### config.mk
export PLATFORM = sky130hd
export DESIGN_NAME = div_unit
export DESIGN_NICKNAME = d
export VERILOG_FILES = /design/src/div_pkg.sv /design/src/div_iter_core.sv /design/src/div_operand_prep.sv /design/src/div_result_fmt.sv /design/src/div_unit.sv
export SDC_FILE = /design/constraint.sdc
export NUM_CORES = 1
export LEC_CHECK = 0
export BUFFER_PORTS_ARGS = -buffer_cell sky130_fd_sc_hd__buf_2
export CORE_ASPECT_RATIO = 2
export CORE_MARGIN = 2
export CORE_UTILIZATION = 23
export DETAILED_ROUTE_END_ITERATION = 10
export SLEW_MARGIN = 40
export SYNTH_ARGS = -nofsm -noshare
export SYNTH_HDL_FRONTEND = slang
export SYNTH_SLANG_ARGS = --single-unit
### constraint.sdc
create_clock -name clk -period 8.4 [get_ports clk]
set_input_delay 0.42 -clock clk [delete_from_list [all_inputs] [get_ports clk]]
set_output_delay 0.42 -clock clk [all_outputs]
set_load 0.02 [all_outputs]
### src/div_pkg.sv
package div_pkg;

  // ----------------------------------------
  // widths and constants
  // ----------------------------------------
  localparam int XLEN      = 64;
  localparam int WORD_W    = 32;
  localparam int CNT_W     = 7;   // holds 64
  localparam int ITER_FULL = 64;
  localparam int ITER_WORD = 32;

  localparam logic [XLEN-1:0] FULL_MIN_NEG = {1'b1, {(XLEN-1){1'b0}}};
  localparam logic [XLEN-1:0] WORD_MIN_NEG = {{(XLEN-WORD_W+1){1'b1}}, {(WORD_W-1){1'b0}}};

  // bit0 unsigned, bit1 word, bit2 remainder
  typedef enum logic [2:0] {
    DIV, DIVU, DIVW, DIVUW, REM, REMU, REMW, REMUW
  } div_op_e;

  typedef enum logic [1:0] {
    IDLE, BUSY, DONE
  } div_state_e;

  typedef struct packed {
    div_op_e         op;
    logic [XLEN-1:0] dividend;
    logic [XLEN-1:0] divisor;
  } div_req_t;

  typedef struct packed {
    logic [XLEN-1:0] result;
    logic            div_by_zero;
    logic            overflow;
  } div_rsp_t;

  // request facts handed from the operand stage to the core
  typedef struct packed {
    logic [CNT_W-1:0] iter_count;
    logic             neg_quot;
    logic             neg_rem;
    logic [XLEN-1:0]  dividend_abs;  // left-aligned for word ops
    logic [XLEN-1:0]  divisor_abs;
    logic             is_special;
    logic [XLEN-1:0]  special_result;
    logic             div_by_zero;
    logic             overflow;
    div_op_e          op;
  } div_init_t;

  function automatic logic op_is_word(div_op_e op);
    return op inside {DIVW, DIVUW, REMW, REMUW};
  endfunction

  function automatic logic op_is_rem(div_op_e op);
    return op inside {REM, REMU, REMW, REMUW};
  endfunction

  function automatic logic op_is_signed(div_op_e op);
    return op inside {DIV, DIVW, REM, REMW};
  endfunction

endpackage

### src/div_iter_core.sv
`timescale 1ns/1ps

module div_iter_core import div_pkg::*; (
  input  logic            clk,
  input  logic            rst_n,
  input  logic            req_valid_i,
  output logic            req_ready_o,
  input  div_init_t       init_i,
  output logic            rsp_valid_o,
  input  logic            rsp_ready_i,
  output logic [XLEN-1:0] quot_o,
  output logic [XLEN-1:0] rem_o,
  output div_init_t       info_o
);

  div_state_e          state_q;
  logic [CNT_W-1:0]    cnt_q;
  logic [2*XLEN-1:0]   acc_q;    // {partial remainder, quotient}
  div_init_t           info_q;

  logic                req_fire;
  logic                rsp_fire;
  logic [XLEN:0]       part_rem; // partial remainder after the shift, 65 bits
  logic [XLEN+1:0]     trial;
  logic                borrow;

  assign req_ready_o = (state_q == IDLE);
  assign rsp_valid_o = (state_q == DONE);
  assign req_fire    = req_valid_i & req_ready_o;
  assign rsp_fire    = rsp_valid_o & rsp_ready_i;

  // ----------------------------------------
  // trial subtraction
  // ----------------------------------------
  assign part_rem = acc_q[2*XLEN-1:XLEN-1];
  assign trial    = {1'b0, part_rem} - {2'b00, info_q.divisor_abs};
  assign borrow   = trial[XLEN+1];

  // control
  always_ff @(posedge clk) begin
    if (rst_n) begin
      state_q <= IDLE;
      cnt_q   <= '0;
    end else begin
      case (state_q)
        IDLE: begin
          if (req_fire) begin
            state_q <= init_i.is_special ? DONE : BUSY; // short path
            cnt_q   <= init_i.iter_count;
          end
        end
        BUSY: begin
          cnt_q <= cnt_q - 1'b1;
          if (cnt_q == CNT_W'(1)) begin
            state_q <= DONE;  // last quotient bit
          end
        end
        DONE: begin
          if (rsp_fire) begin
            state_q <= IDLE;
          end
        end
        default: state_q <= IDLE;
      endcase
    end
  end

  // shift-subtract datapath
  always_ff @(posedge clk) begin
    if (req_fire) begin
      info_q <= init_i;
      acc_q  <= {{XLEN{1'b0}}, init_i.dividend_abs};
    end else if (state_q == BUSY) begin
      if (borrow) begin
        acc_q <= {part_rem[XLEN-1:0], acc_q[XLEN-2:0], 1'b0};
      end else begin
        acc_q <= {trial[XLEN-1:0], acc_q[XLEN-2:0], 1'b1};
      end
    end
  end

  assign quot_o = acc_q[XLEN-1:0];
  assign rem_o  = acc_q[2*XLEN-1:XLEN];
  assign info_o = info_q;

  // ----------------------------------------
  // assertions
  // ----------------------------------------
  a_rsp_hold: assert property (@(posedge clk) disable iff (rst_n)
    rsp_valid_o && !rsp_ready_i |=> rsp_valid_o && $stable(quot_o) && $stable(rem_o))
    else $error("response dropped or changed under back-pressure");

  a_cnt_no_wrap: assert property (@(posedge clk) disable iff (rst_n)
    state_q == BUSY |-> cnt_q != '0)
    else $error("iteration counter wrapped in BUSY");

  a_one_side: assert property (@(posedge clk) disable iff (rst_n)
    !(req_ready_o && rsp_valid_o))
    else $error("req_ready_o and rsp_valid_o high together");

endmodule

### src/div_operand_prep.sv
`timescale 1ns/1ps

module div_operand_prep import div_pkg::*; (
  input  div_req_t  req_i,
  output div_init_t init_o
);

  logic            is_word;
  logic            is_rem;
  logic            is_signed;

  logic [XLEN-1:0] a_ext;      // dividend after word extension
  logic [XLEN-1:0] b_ext;      // divisor after word extension
  logic [XLEN-1:0] a_sext32;   // sign-extended low word of dividend
  logic            a_neg;
  logic            b_neg;
  logic [XLEN-1:0] a_abs;
  logic [XLEN-1:0] b_abs;

  logic            b_zero;
  logic            ovf;
  logic [XLEN-1:0] min_neg;
  logic [XLEN-1:0] spec_val;

  assign is_word   = op_is_word(req_i.op);
  assign is_rem    = op_is_rem(req_i.op);
  assign is_signed = op_is_signed(req_i.op);

  assign a_sext32 = {{(XLEN-WORD_W){req_i.dividend[WORD_W-1]}}, req_i.dividend[WORD_W-1:0]};

  // ----------------------------------------
  // operand extension and magnitudes
  // ----------------------------------------
  always_comb begin
    if (is_word) begin
      if (is_signed) begin
        a_ext = a_sext32;
        b_ext = {{(XLEN-WORD_W){req_i.divisor[WORD_W-1]}}, req_i.divisor[WORD_W-1:0]};
      end else begin
        a_ext = {{(XLEN-WORD_W){1'b0}}, req_i.dividend[WORD_W-1:0]};
        b_ext = {{(XLEN-WORD_W){1'b0}}, req_i.divisor[WORD_W-1:0]};
      end
    end else begin
      a_ext = req_i.dividend;
      b_ext = req_i.divisor;
    end
  end

  assign a_neg = is_signed & a_ext[XLEN-1];
  assign b_neg = is_signed & b_ext[XLEN-1];

  assign a_abs = a_neg ? (~a_ext + 1'b1) : a_ext;
  assign b_abs = b_neg ? (~b_ext + 1'b1) : b_ext;  // fits in low word for word ops

  // ----------------------------------------
  // special cases
  // ----------------------------------------
  assign b_zero  = (b_ext == '0);
  assign min_neg = is_word ? WORD_MIN_NEG : FULL_MIN_NEG;
  assign ovf     = is_signed & ~b_zero & (b_ext == '1) & (a_ext == min_neg);

  always_comb begin
    if (is_rem) begin
      // remainder gets the dividend on zero, 0 on overflow
      if (b_zero) begin
        spec_val = is_word ? a_sext32 : req_i.dividend;
      end else begin
        spec_val = '0;
      end
    end else begin
      spec_val = b_zero ? '1 : a_ext;  // overflow quotient is the dividend
    end
  end

  always_comb begin
    init_o.iter_count     = is_word ? CNT_W'(ITER_WORD) : CNT_W'(ITER_FULL);
    init_o.neg_quot       = a_neg ^ b_neg;
    init_o.neg_rem        = a_neg;
    init_o.dividend_abs   = is_word ? {a_abs[WORD_W-1:0], {WORD_W{1'b0}}} : a_abs;
    init_o.divisor_abs    = b_abs;
    init_o.is_special     = b_zero | ovf;
    init_o.special_result = spec_val;
    init_o.div_by_zero    = b_zero;
    init_o.overflow       = ovf;
    init_o.op             = req_i.op;
  end

endmodule

### src/div_result_fmt.sv
`timescale 1ns/1ps

module div_result_fmt import div_pkg::*; (
  input  div_init_t       info_i,
  input  logic [XLEN-1:0] quot_i,
  input  logic [XLEN-1:0] rem_i,
  output div_rsp_t        rsp_o
);

  logic            is_word;
  logic            is_rem;
  logic            neg;
  logic [XLEN-1:0] raw;
  logic [XLEN-1:0] signed_val;
  logic [XLEN-1:0] fmt_val;

  assign is_word = op_is_word(info_i.op);
  assign is_rem  = op_is_rem(info_i.op);
  assign neg     = is_rem ? info_i.neg_rem : info_i.neg_quot;

  // word remainder sits in the low word of the upper half
  assign raw = is_rem ? rem_i : quot_i;

  // ----------------------------------------
  // sign restore and word extension
  // ----------------------------------------
  always_comb begin
    signed_val = neg ? (~raw + 1'b1) : raw;
    if (is_word) begin
      fmt_val = {{(XLEN-WORD_W){signed_val[WORD_W-1]}}, signed_val[WORD_W-1:0]};
    end else begin
      fmt_val = signed_val;
    end
  end

  always_comb begin
    if (info_i.is_special) begin
      rsp_o.result = info_i.special_result;  // zero divisor or overflow
    end else begin
      rsp_o.result = fmt_val;
    end
    rsp_o.div_by_zero = info_i.div_by_zero;
    rsp_o.overflow    = info_i.overflow;
  end

endmodule

### src/div_unit.sv
`timescale 1ns/1ps

module div_unit import div_pkg::*; (
  input  logic     clk,
  input  logic     rst_n,

  // request side
  input  logic     req_valid_i,
  output logic     req_ready_o,
  input  div_req_t req_i,

  // response side
  output logic     rsp_valid_o,
  input  logic     rsp_ready_i,
  output div_rsp_t rsp_o
);

  div_init_t       init;     // prep to core, combinational
  div_init_t       info;     // latched facts of the request in flight
  logic [XLEN-1:0] quot_raw;
  logic [XLEN-1:0] rem_raw;

  // ----------------------------------------
  // operand stage
  // ----------------------------------------
  div_operand_prep u_prep (
    .req_i  (req_i),
    .init_o (init)
  );

  // iterative core
  div_iter_core u_core (
    .clk         (clk),
    .rst_n       (rst_n),
    .req_valid_i (req_valid_i),
    .req_ready_o (req_ready_o),
    .init_i      (init),
    .rsp_valid_o (rsp_valid_o),
    .rsp_ready_i (rsp_ready_i),
    .quot_o      (quot_raw),
    .rem_o       (rem_raw),
    .info_o      (info)
  );

  div_result_fmt u_fmt (
    .info_i (info),
    .quot_i (quot_raw),
    .rem_i  (rem_raw),
    .rsp_o  (rsp_o)
  );

endmodule

==> summary.txt, run 1 <==
Status
  – Outcome: completed

Routing
  – Remaining number of nets flagged by the antenna check after routing: 0
  – Wire length per cell after detailed routing: 23.1 um
  – Iter 0 DRT Violations: 1,639
  – Wire length reported by the detailed router: 94,800 um
  – Via count normalized by instance count: 5.26
  – DRC: 0
  – Number of search-and-repair iterations in the first detailed-routing pass: 5
  – Number of vias in the routed layout: 21,600

Hold path
  – WHS Path Cells: 1
  – Path category of the worst min-delay check: in2reg

Global route
  – Antenna violations before repair: 25
  – Wire length of the first global-routing pass: 138,000 um
  – Overall global routing resource usage: 0.185
  – Overflow after GRT: 0
  – Vias in the first global route: 21,100
  – Maximum number of pins on one net before global-route repair: 90

Critical path
  – CP Launch Type: flip-flop
  – Endpoint type of the worst setup path: output port
  – Crit Path Max Fanout: 47
  – Worst Path Arrival: 5380 ps
  – Count of cells along the worst register-to-register path: 13
  – Critical setup path kind: reg2out
  – CP required: 7980 ps

Synthesis
  – Adder and majority gate portion of the synthesized area: 0.0450
  – Number of flops mapped to enable cells by yosys: 199
  – Yosys cell types: 91
  – Post-synth top flop: sky130_fd_sc_hd__edfxtp_1
  – Total number of yosys warnings: 0
  – Synthesized-area fraction occupied by ao, oa, aoi and oai cells: 0.238
  – Gate count of the mapped netlist: 2,773
  – Flops & latches, synth: 272
  – Number of nets produced by synthesis: 2,979
  – Main combinational cell family by area after synthesis: compound AO/OA/AOI/OAI gates
  – Async set-or-reset flop fraction in the synthesized netlist: 0
  – Area share of and/or/nand/nor cells after synthesis: 0.200
  – Xor/xnor cell area share of the yosys netlist: 0.0858
  – Mean instance size in the synthesized netlist: 8.06 um2
  – Top cell type's share of synthesized area: 0.267
  – Sequential cell area fraction in the yosys report: 0.333
  – Biggest area contributors in the synthesized netlist: sky130_fd_sc_hd__edfxtp_1 (27%), sky130_fd_sc_hd__dfxtp_1 (6.5%), sky130_fd_sc_hd__o21ai_0 (6.4%), sky130_fd_sc_hd__a21oi_1 (5.4%), sky130_fd_sc_hd__xnor2_1 (5.3%)
  – Multiplexer area fraction after synthesis: 0.0480
  – Largest area contributor in the netlist: sky130_fd_sc_hd__edfxtp_1
  – Netlist Area Pre-Place: 22,400 um2

Timing
  – Final Hold Violating Endpoints: 0
  – Slew of the pin with the lowest slew margin: 924 ps
  – Headroom to the max-slew limit: 0.382
  – Setup TNS: 0 ps
  – Number of setup violations in the final report: 0
  – Final number of max-transition violations: 0
  – Post-Route Skew: 18.4 ps
  – Maximum clock frequency: 172 MHz
  – Setup repair after global routing missed its margin: no
  – Final setup margin: 2600 ps
  – Smallest hold slack: 108 ps
  – Final critical path time including I/O delays and setup: 5800 ps
  – Part of the cycle the worst path needs: 0.690

Clock network
  – Number of hold buffers added after CTS: 0
  – CTS buffer count: 27
  – Number of post-CTS setup repair buffers: 0
  – CTS tree: done
  – Clock buffer depth: 3
  – Clock transition at the register clock pins on the worst setup and hold paths after CTS: 60 ps
  – PostCTS Resize Cnt: 0
  – Clock root buffer: sky130_fd_sc_hd__clkbuf_16
  – Worst skew pair latency: 590 ps
  – Sinks on the clock net: 272
  – Count of H-tree levels built during CTS: 1

Die
  – Area of the die: 99,900 um2
  – Die H: 445 um
  – Placement row count: 161
  – Initial core utilization: 0.232
  – Core outline area: 96,300 um2
  – Ports: 203
  – Horizontal die dimension: 224 um

Layout
  – Share of cells above drive strength 1: 0.129
  – Number of nets in the final layout: 3,063
  – Signed area change from the synthesized netlist to the final layout: 13.7%
  – Post-route cell area: 25,400 um2
  – Layout fillers: 10,400

Placed design
  – Final weighted congestion in routability-driven placement: 0.980
  – Setup slack after placement: 3090 ps
  – Total placed instance area: 24,500 um2
  – # port buffers: 202
  – Hpwl dp: 75,000 um

Pwr
  – Leakage Power: 9.83 nW
  – Largest vdd supply drop: 0.184 mV
  – PD cells: 275 nW/um2

Run
  – Reported max-cap violation count: 0
worst max-delay path: stages (launching register included):
cell and delay [ps]:
sky130_fd_sc_hd__edfxtp_1 520, sky130_fd_sc_hd__buf_4 270, sky130_fd_sc_hd__buf_4 320, sky130_fd_sc_hd__or3_1 380
sky130_fd_sc_hd__a222oi_1 380, sky130_fd_sc_hd__nand4b_1 280, sky130_fd_sc_hd__nor3_1 650, sky130_fd_sc_hd__and2_1 340
sky130_fd_sc_hd__nand2b_1 160, sky130_fd_sc_hd__nor3_1 500, sky130_fd_sc_hd__a41oi_1 210, sky130_fd_sc_hd__xnor2_1 160
sky130_fd_sc_hd__a221o_1 400, sky130_fd_sc_hd__buf_2 180
registers in the layout (all words and copies together), names as in the netlist:
signal / flops
u_core.state_q: 2
u_core.cnt_q: 7
u_core.acc_q: 128
u_core.info_o: 135
power breakdown:
group	internal, mW	total, mW	switching, mW
Combinational	1.33	3.60	2.28
Clock	0.662	1.25	0.593
Sequential	1.76	2.14	0.386
path summary, 6_finish.rpt:
check	slack, ps	to	startpoint
setup / recovery	2600	rsp_o[65]	u_core.info_o[2]
setup reg to reg	3390	u_core.acc_q[66]	u_core.acc_q[63]
hold reg to reg	510	u_core.cnt_q[2]	u_core.cnt_q[2]
hold / removal	110	u_core.info_o[70]	req_i[0]
metrics by stage:
step / total power, mW / utilization / instances
floorplan: 4.56 / - / 2773
global placement: 5.70 / 0.254 / 4050
detailed placement: 5.70 / 0.255 / 4050
CTS: 6.98 / 0.264 / 4098
global route: 7.46 / 0.264 / 4100
finish: 7.00 / 0.264 / 4103
cell usage in the layout (no fill, tap or decap), types with 27 or more instances in the layout:
master and n:
sky130_fd_sc_hd__nor3_1 93, sky130_fd_sc_hd__xor2_1 83, sky130_fd_sc_hd__dfxtp_1 73, sky130_fd_sc_hd__buf_4 36, sky130_fd_sc_hd__edfxtp_1 199, sky130_fd_sc_hd__mux2_2 33
sky130_fd_sc_hd__a31oi_1 27, sky130_fd_sc_hd__o21ai_0 284, sky130_fd_sc_hd__ha_1 70, sky130_fd_sc_hd__nor4_1 29, sky130_fd_sc_hd__a21o_1 60, sky130_fd_sc_hd__clkbuf_16 27
sky130_fd_sc_hd__buf_2 201, sky130_fd_sc_hd__o31ai_1 27, sky130_fd_sc_hd__a22o_1 27, sky130_fd_sc_hd__xnor2_1 134, sky130_fd_sc_hd__nand3_1 45, sky130_fd_sc_hd__mux2i_1 69
sky130_fd_sc_hd__nor2_1 244, sky130_fd_sc_hd__nand4_1 44, sky130_fd_sc_hd__nand2_1 309, sky130_fd_sc_hd__a21oi_1 241, sky130_fd_sc_hd__inv_1 99
cell type report:
cell class                 instances  area (um2)  share of cell area
antenna                            5        12.5            0.000492
clock inverter                    16         170             0.00669
timing repair buffer             240        1310              0.0515
tap                             1222        1530              0.0601
sequential                       272        7440               0.293
multi-input combinational       2212       13900               0.546
inverter                         104         398              0.0157
clock buffer                      32         694              0.0273
per-layer routing:
layer | vias up | part of all wire | GRT usage
met5 | - | 0.0021 | 0
met4 | 36 | 0.091 | 0.143
met3 | 279 | 0.055 | 0.0323
met2 | 751 | 0.49 | 0.327
met1 | 10200 | 0.36 | 0.192
li1 | 10300 | - | -
logic make-up (layout without fill, tap and decap cells):
family          Yosys count  count (layout)
simple gates            937             937
compound gates          871             871
buf+inv                 289             392
flops                   272             272
xor+xnor                219             219
mux                     103             103
fa+ha+maj                82              82
other cells               0               5
cells in the mapped netlist (17+ instances only):
cell / instances
sky130_fd_sc_hd__a21o_1: 60
sky130_fd_sc_hd__a21oi_1: 242
sky130_fd_sc_hd__or4_1: 17
sky130_fd_sc_hd__o21ai_0: 286
sky130_fd_sc_hd__nor2b_1: 17
sky130_fd_sc_hd__dfxtp_1: 73
sky130_fd_sc_hd__nor4_1: 30
sky130_fd_sc_hd__mux2i_1: 70
sky130_fd_sc_hd__xor2_1: 83
sky130_fd_sc_hd__ha_1: 70
sky130_fd_sc_hd__nor3b_1: 17
sky130_fd_sc_hd__a21boi_0: 24
sky130_fd_sc_hd__clkbuf_1: 147
sky130_fd_sc_hd__a31oi_1: 27
sky130_fd_sc_hd__buf_2: 22
sky130_fd_sc_hd__o31ai_1: 27
sky130_fd_sc_hd__o21ai_1: 24
sky130_fd_sc_hd__or3_1: 26
sky130_fd_sc_hd__nand3_1: 45
sky130_fd_sc_hd__nor2_1: 246
sky130_fd_sc_hd__nor3_1: 94
sky130_fd_sc_hd__nand2_1: 311
sky130_fd_sc_hd__nand4_1: 44
sky130_fd_sc_hd__edfxtp_1: 199
sky130_fd_sc_hd__xnor2_1: 136
sky130_fd_sc_hd__mux2_2: 33
sky130_fd_sc_hd__a22o_1: 27
sky130_fd_sc_hd__inv_1: 101
(Power assumes the default switching activity.)
==> run 2: changes to the inputs <==
==> constraint.sdc (replaced) <==
create_clock -name clk -period 5.8 [get_ports clk]
set_input_delay 0.29 -clock clk [delete_from_list [all_inputs] [get_ports clk]]
set_output_delay 0.29 -clock clk [all_outputs]
set_load 0.02 [all_outputs]
==> summary.txt, run 2 (synthesized netlist as in run 1, its figures left out) <==
Status
  – Outcome: completed

Clock network
  – CTS tree: done
  – CTS buffer count: 25 (-7.4%)
  – Clock root buffer: sky130_fd_sc_hd__clkbuf_16
  – PostCTS Resize Cnt: 0 (unchanged)
  – Worst skew pair latency: 590 ps (about the same)
  – Sinks on the clock net: 272 (unchanged)
  – Count of H-tree levels built during CTS: 1 (unchanged)
  – Clock transition at the register clock pins on the worst setup and hold paths after CTS: 70 ps (about the same)
  – Clock buffer depth: 3 (unchanged)

Timing
  – Post-Route Skew: 27.1 ps (+8.78 ps)
  – Maximum clock frequency: 180 MHz
  – Part of the cycle the worst path needs: 0.956
  – Final number of max-transition violations: 0 (unchanged)
  – Final setup margin: 253 ps (-2350 ps)
  – Slew of the pin with the lowest slew margin: 918 ps (-5.46 ps)
  – Headroom to the max-slew limit: 0.386 (+0.00365)
  – Final critical path time including I/O delays and setup: 5550 ps
  – Setup repair after global routing missed its margin: no
  – Number of setup violations in the final report: 0 (unchanged)
  – Setup TNS: 0 ps (unchanged)
  – Smallest hold slack: 40.0 ps (-68.3 ps)
  – Final Hold Violating Endpoints: 0 (unchanged)

Global route
  – Highest-utilization routing layer at the global route stage: met2
  – Overflow after GRT: 0 (unchanged)
  – Global Route met3 Usage: 0.0320 (-0.000264)
  – Antenna violations before repair: 32 (+28%)
  – Overall global routing resource usage: 0.184 (-0.000389)
  – Maximum number of pins on one net before global-route repair: 88 (-2.2%)
  – Vias in the first global route: 21,200 (+0.35%)
  – Met2 usage: 0.307 (-0.0203)
  – GR Layer Usage met1: 0.193 (+0.00111)
  – Wire length of the first global-routing pass: 137,000 um (-0.60%)

Die
  – Area of the die: 99,900 um2 (unchanged)
  – Placement row count: 161 (unchanged)
  – Core outline area: 96,300 um2 (unchanged)
  – Die H: 445 um (unchanged)
  – Initial core utilization: 0.232 (unchanged)
  – Ports: 203 (unchanged)
  – Horizontal die dimension: 224 um (unchanged)

Layout
  – Number of nets in the final layout: 3,084 (+0.69%)
  – Signed area change from the synthesized netlist to the final layout: 14.8%
  – Most common library cell in the layout ignoring fill and taps: sky130_fd_sc_hd__nand2_1
  – Share of cells above drive strength 1: 0.135 (+0.00562)
  – Top library cells by usage in the layout, fill and taps aside: sky130_fd_sc_hd__nand2_1 (308), sky130_fd_sc_hd__o21ai_0 (284), sky130_fd_sc_hd__nor2_1 (244)
  – Post-route cell area: 25,700 um2 (+0.94%)
  – Layout fillers: 10,500 (+0.23%)
  – Number of flip-flops under the largest register name: 135 (unchanged)

Critical path
  – Endpoint type of the worst setup path: output port
  – Critical setup path kind: reg2out
  – Reg-to-reg critical path startpoint: u_core.acc_q[63]
  – Worst Path Arrival: 5260 ps (-120 ps)
  – CP required: 5510 ps (-2470 ps)
  – Startpoint of the most critical setup path: u_core.info_o[2]
  – CP Launch Type: flip-flop
  – Crit Path Max Fanout: 75 (+60%)

Pwr
  – Switching Share: 0.458 (-0.00724)
  – Internal Pwr Total: 5.60 mW (+49%)
  – Largest vdd supply drop: 0.219 mV (+19%)
  – Power Total: 10.3 mW (+47%)
  – Reg power frac: 0.298 (-0.008)
  – Leakage Power: 9.96 nW (+1.3%)
  – PD cells: 402 nW/um2 (+46%)
  – Proportion of power drawn by combinational gates: 0.517 (+0.002)
  – Clock power frac: 0.185 (+0.006)
  – Net switching power figure: 4.72 mW (+45%)

Placed design
  – Final weighted congestion in routability-driven placement: 0.960 (-2.0%)
  – Total placed instance area: 24,700 um2 (+0.54%)
  – # port buffers: 202 (unchanged)
  – Hpwl dp: 76,000 um (+1.4%)
  – Setup slack after placement: 779 ps (-2310 ps)

Routing
  – Number of vias in the routed layout: 21,900 (+1.5%)
  – Via count normalized by instance count: 5.30 (+0.77%)
  – DRC: 0 (unchanged)
  – Remaining number of nets flagged by the antenna check after routing: 0 (unchanged)
  – Wire length reported by the detailed router: 95,500 um (+0.69%)
  – Number of search-and-repair iterations in the first detailed-routing pass: 5 (unchanged)
  – Iter 0 DRT Violations: 1,668 (+1.8%)
  – Wire length per cell after detailed routing: 23.1 um (about the same)

Hold path
  – Source of the worst hold timing path: req_i[26]
  – Path category of the worst min-delay check: in2reg

Run
  – Reported max-cap violation count: 0 (unchanged)
==> run 2: area by class of cell <==
cell class / instances / area (um2) / area share
Multi-Input combinational cell: 2212 / 13800 / 0.539
Sequential cell: 272 / 7440 / 0.290
Tap cell: 1222 / 1530 / 0.0596
Timing Repair Buffer: 263 / 1520 / 0.0591
Clock buffer: 27 / 643 / 0.0251
Inverter: 104 / 398 / 0.0155
Clock inverter: 19 / 269 / 0.0105
Antenna cell: 12 / 30.0 / 0.00117
==> run 2: power groups by stage <==
stage	Sequential, mW	Combinational (mW)	Clock, mW
floorplan	2.86	3.74	0
detailed placement	3.09	5.23	0
CTS	3.05	5.27	1.94
global route	3.11	5.81	2.00
finish	3.07	5.34	1.91
global placement	3.08	5.22	0
==> run 2: layer usage <==
metal | vias to the layer above | routed length (um)
met5 | - | 220
met4 | 40 | 10900
met2 | 846 | 44300
li1 | 10300 | -
met3 | 312 | 5420
met1 | 10400 | 34600
==> run 2: critical path, stage by stage (launching register included) <==
cell                       delay [ps]
sky130_fd_sc_hd__edfxtp_1         580
sky130_fd_sc_hd__buf_12           370
sky130_fd_sc_hd__mux2i_1          400
sky130_fd_sc_hd__o21ai_0          130
sky130_fd_sc_hd__or3_1            480
sky130_fd_sc_hd__nor4_1           690
sky130_fd_sc_hd__and2_1           330
sky130_fd_sc_hd__nand2b_1         150
sky130_fd_sc_hd__nor3_1           530
sky130_fd_sc_hd__a41oi_1          210
sky130_fd_sc_hd__xnor2_1          180
sky130_fd_sc_hd__a221o_1          390
sky130_fd_sc_hd__buf_2            190
==> run 2: final timing paths <==
| kind | to | slack, ps | depth (start not counted) |
|---|---|---|---|
| max | rsp_o[65] | 250 | 12 |
| min | u_core.info_o[96] | 40 | 2 |
| max reg2reg | u_core.acc_q[124] | 1340 | 13 |
| min reg2reg | u_core.cnt_q[4] | 500 | 2 |
==> run 2: timing repair <==
item	CTS	global route
hold buffers	2	0
buffers inserted	0	5
endpoints found under the hold margin	7	0
setup endpoints to repair	0	5
==> run 2: per-stage QoR <==
| stage | std cells | util |
|---|---|---|
| global placement | 4066 | 0.256 |
| floorplan | 2773 | - |
| finish | 4131 | 0.266 |
| CTS | 4114 | 0.266 |
| detailed placement | 4066 | 0.256 |
| global route | 4125 | 0.266 |
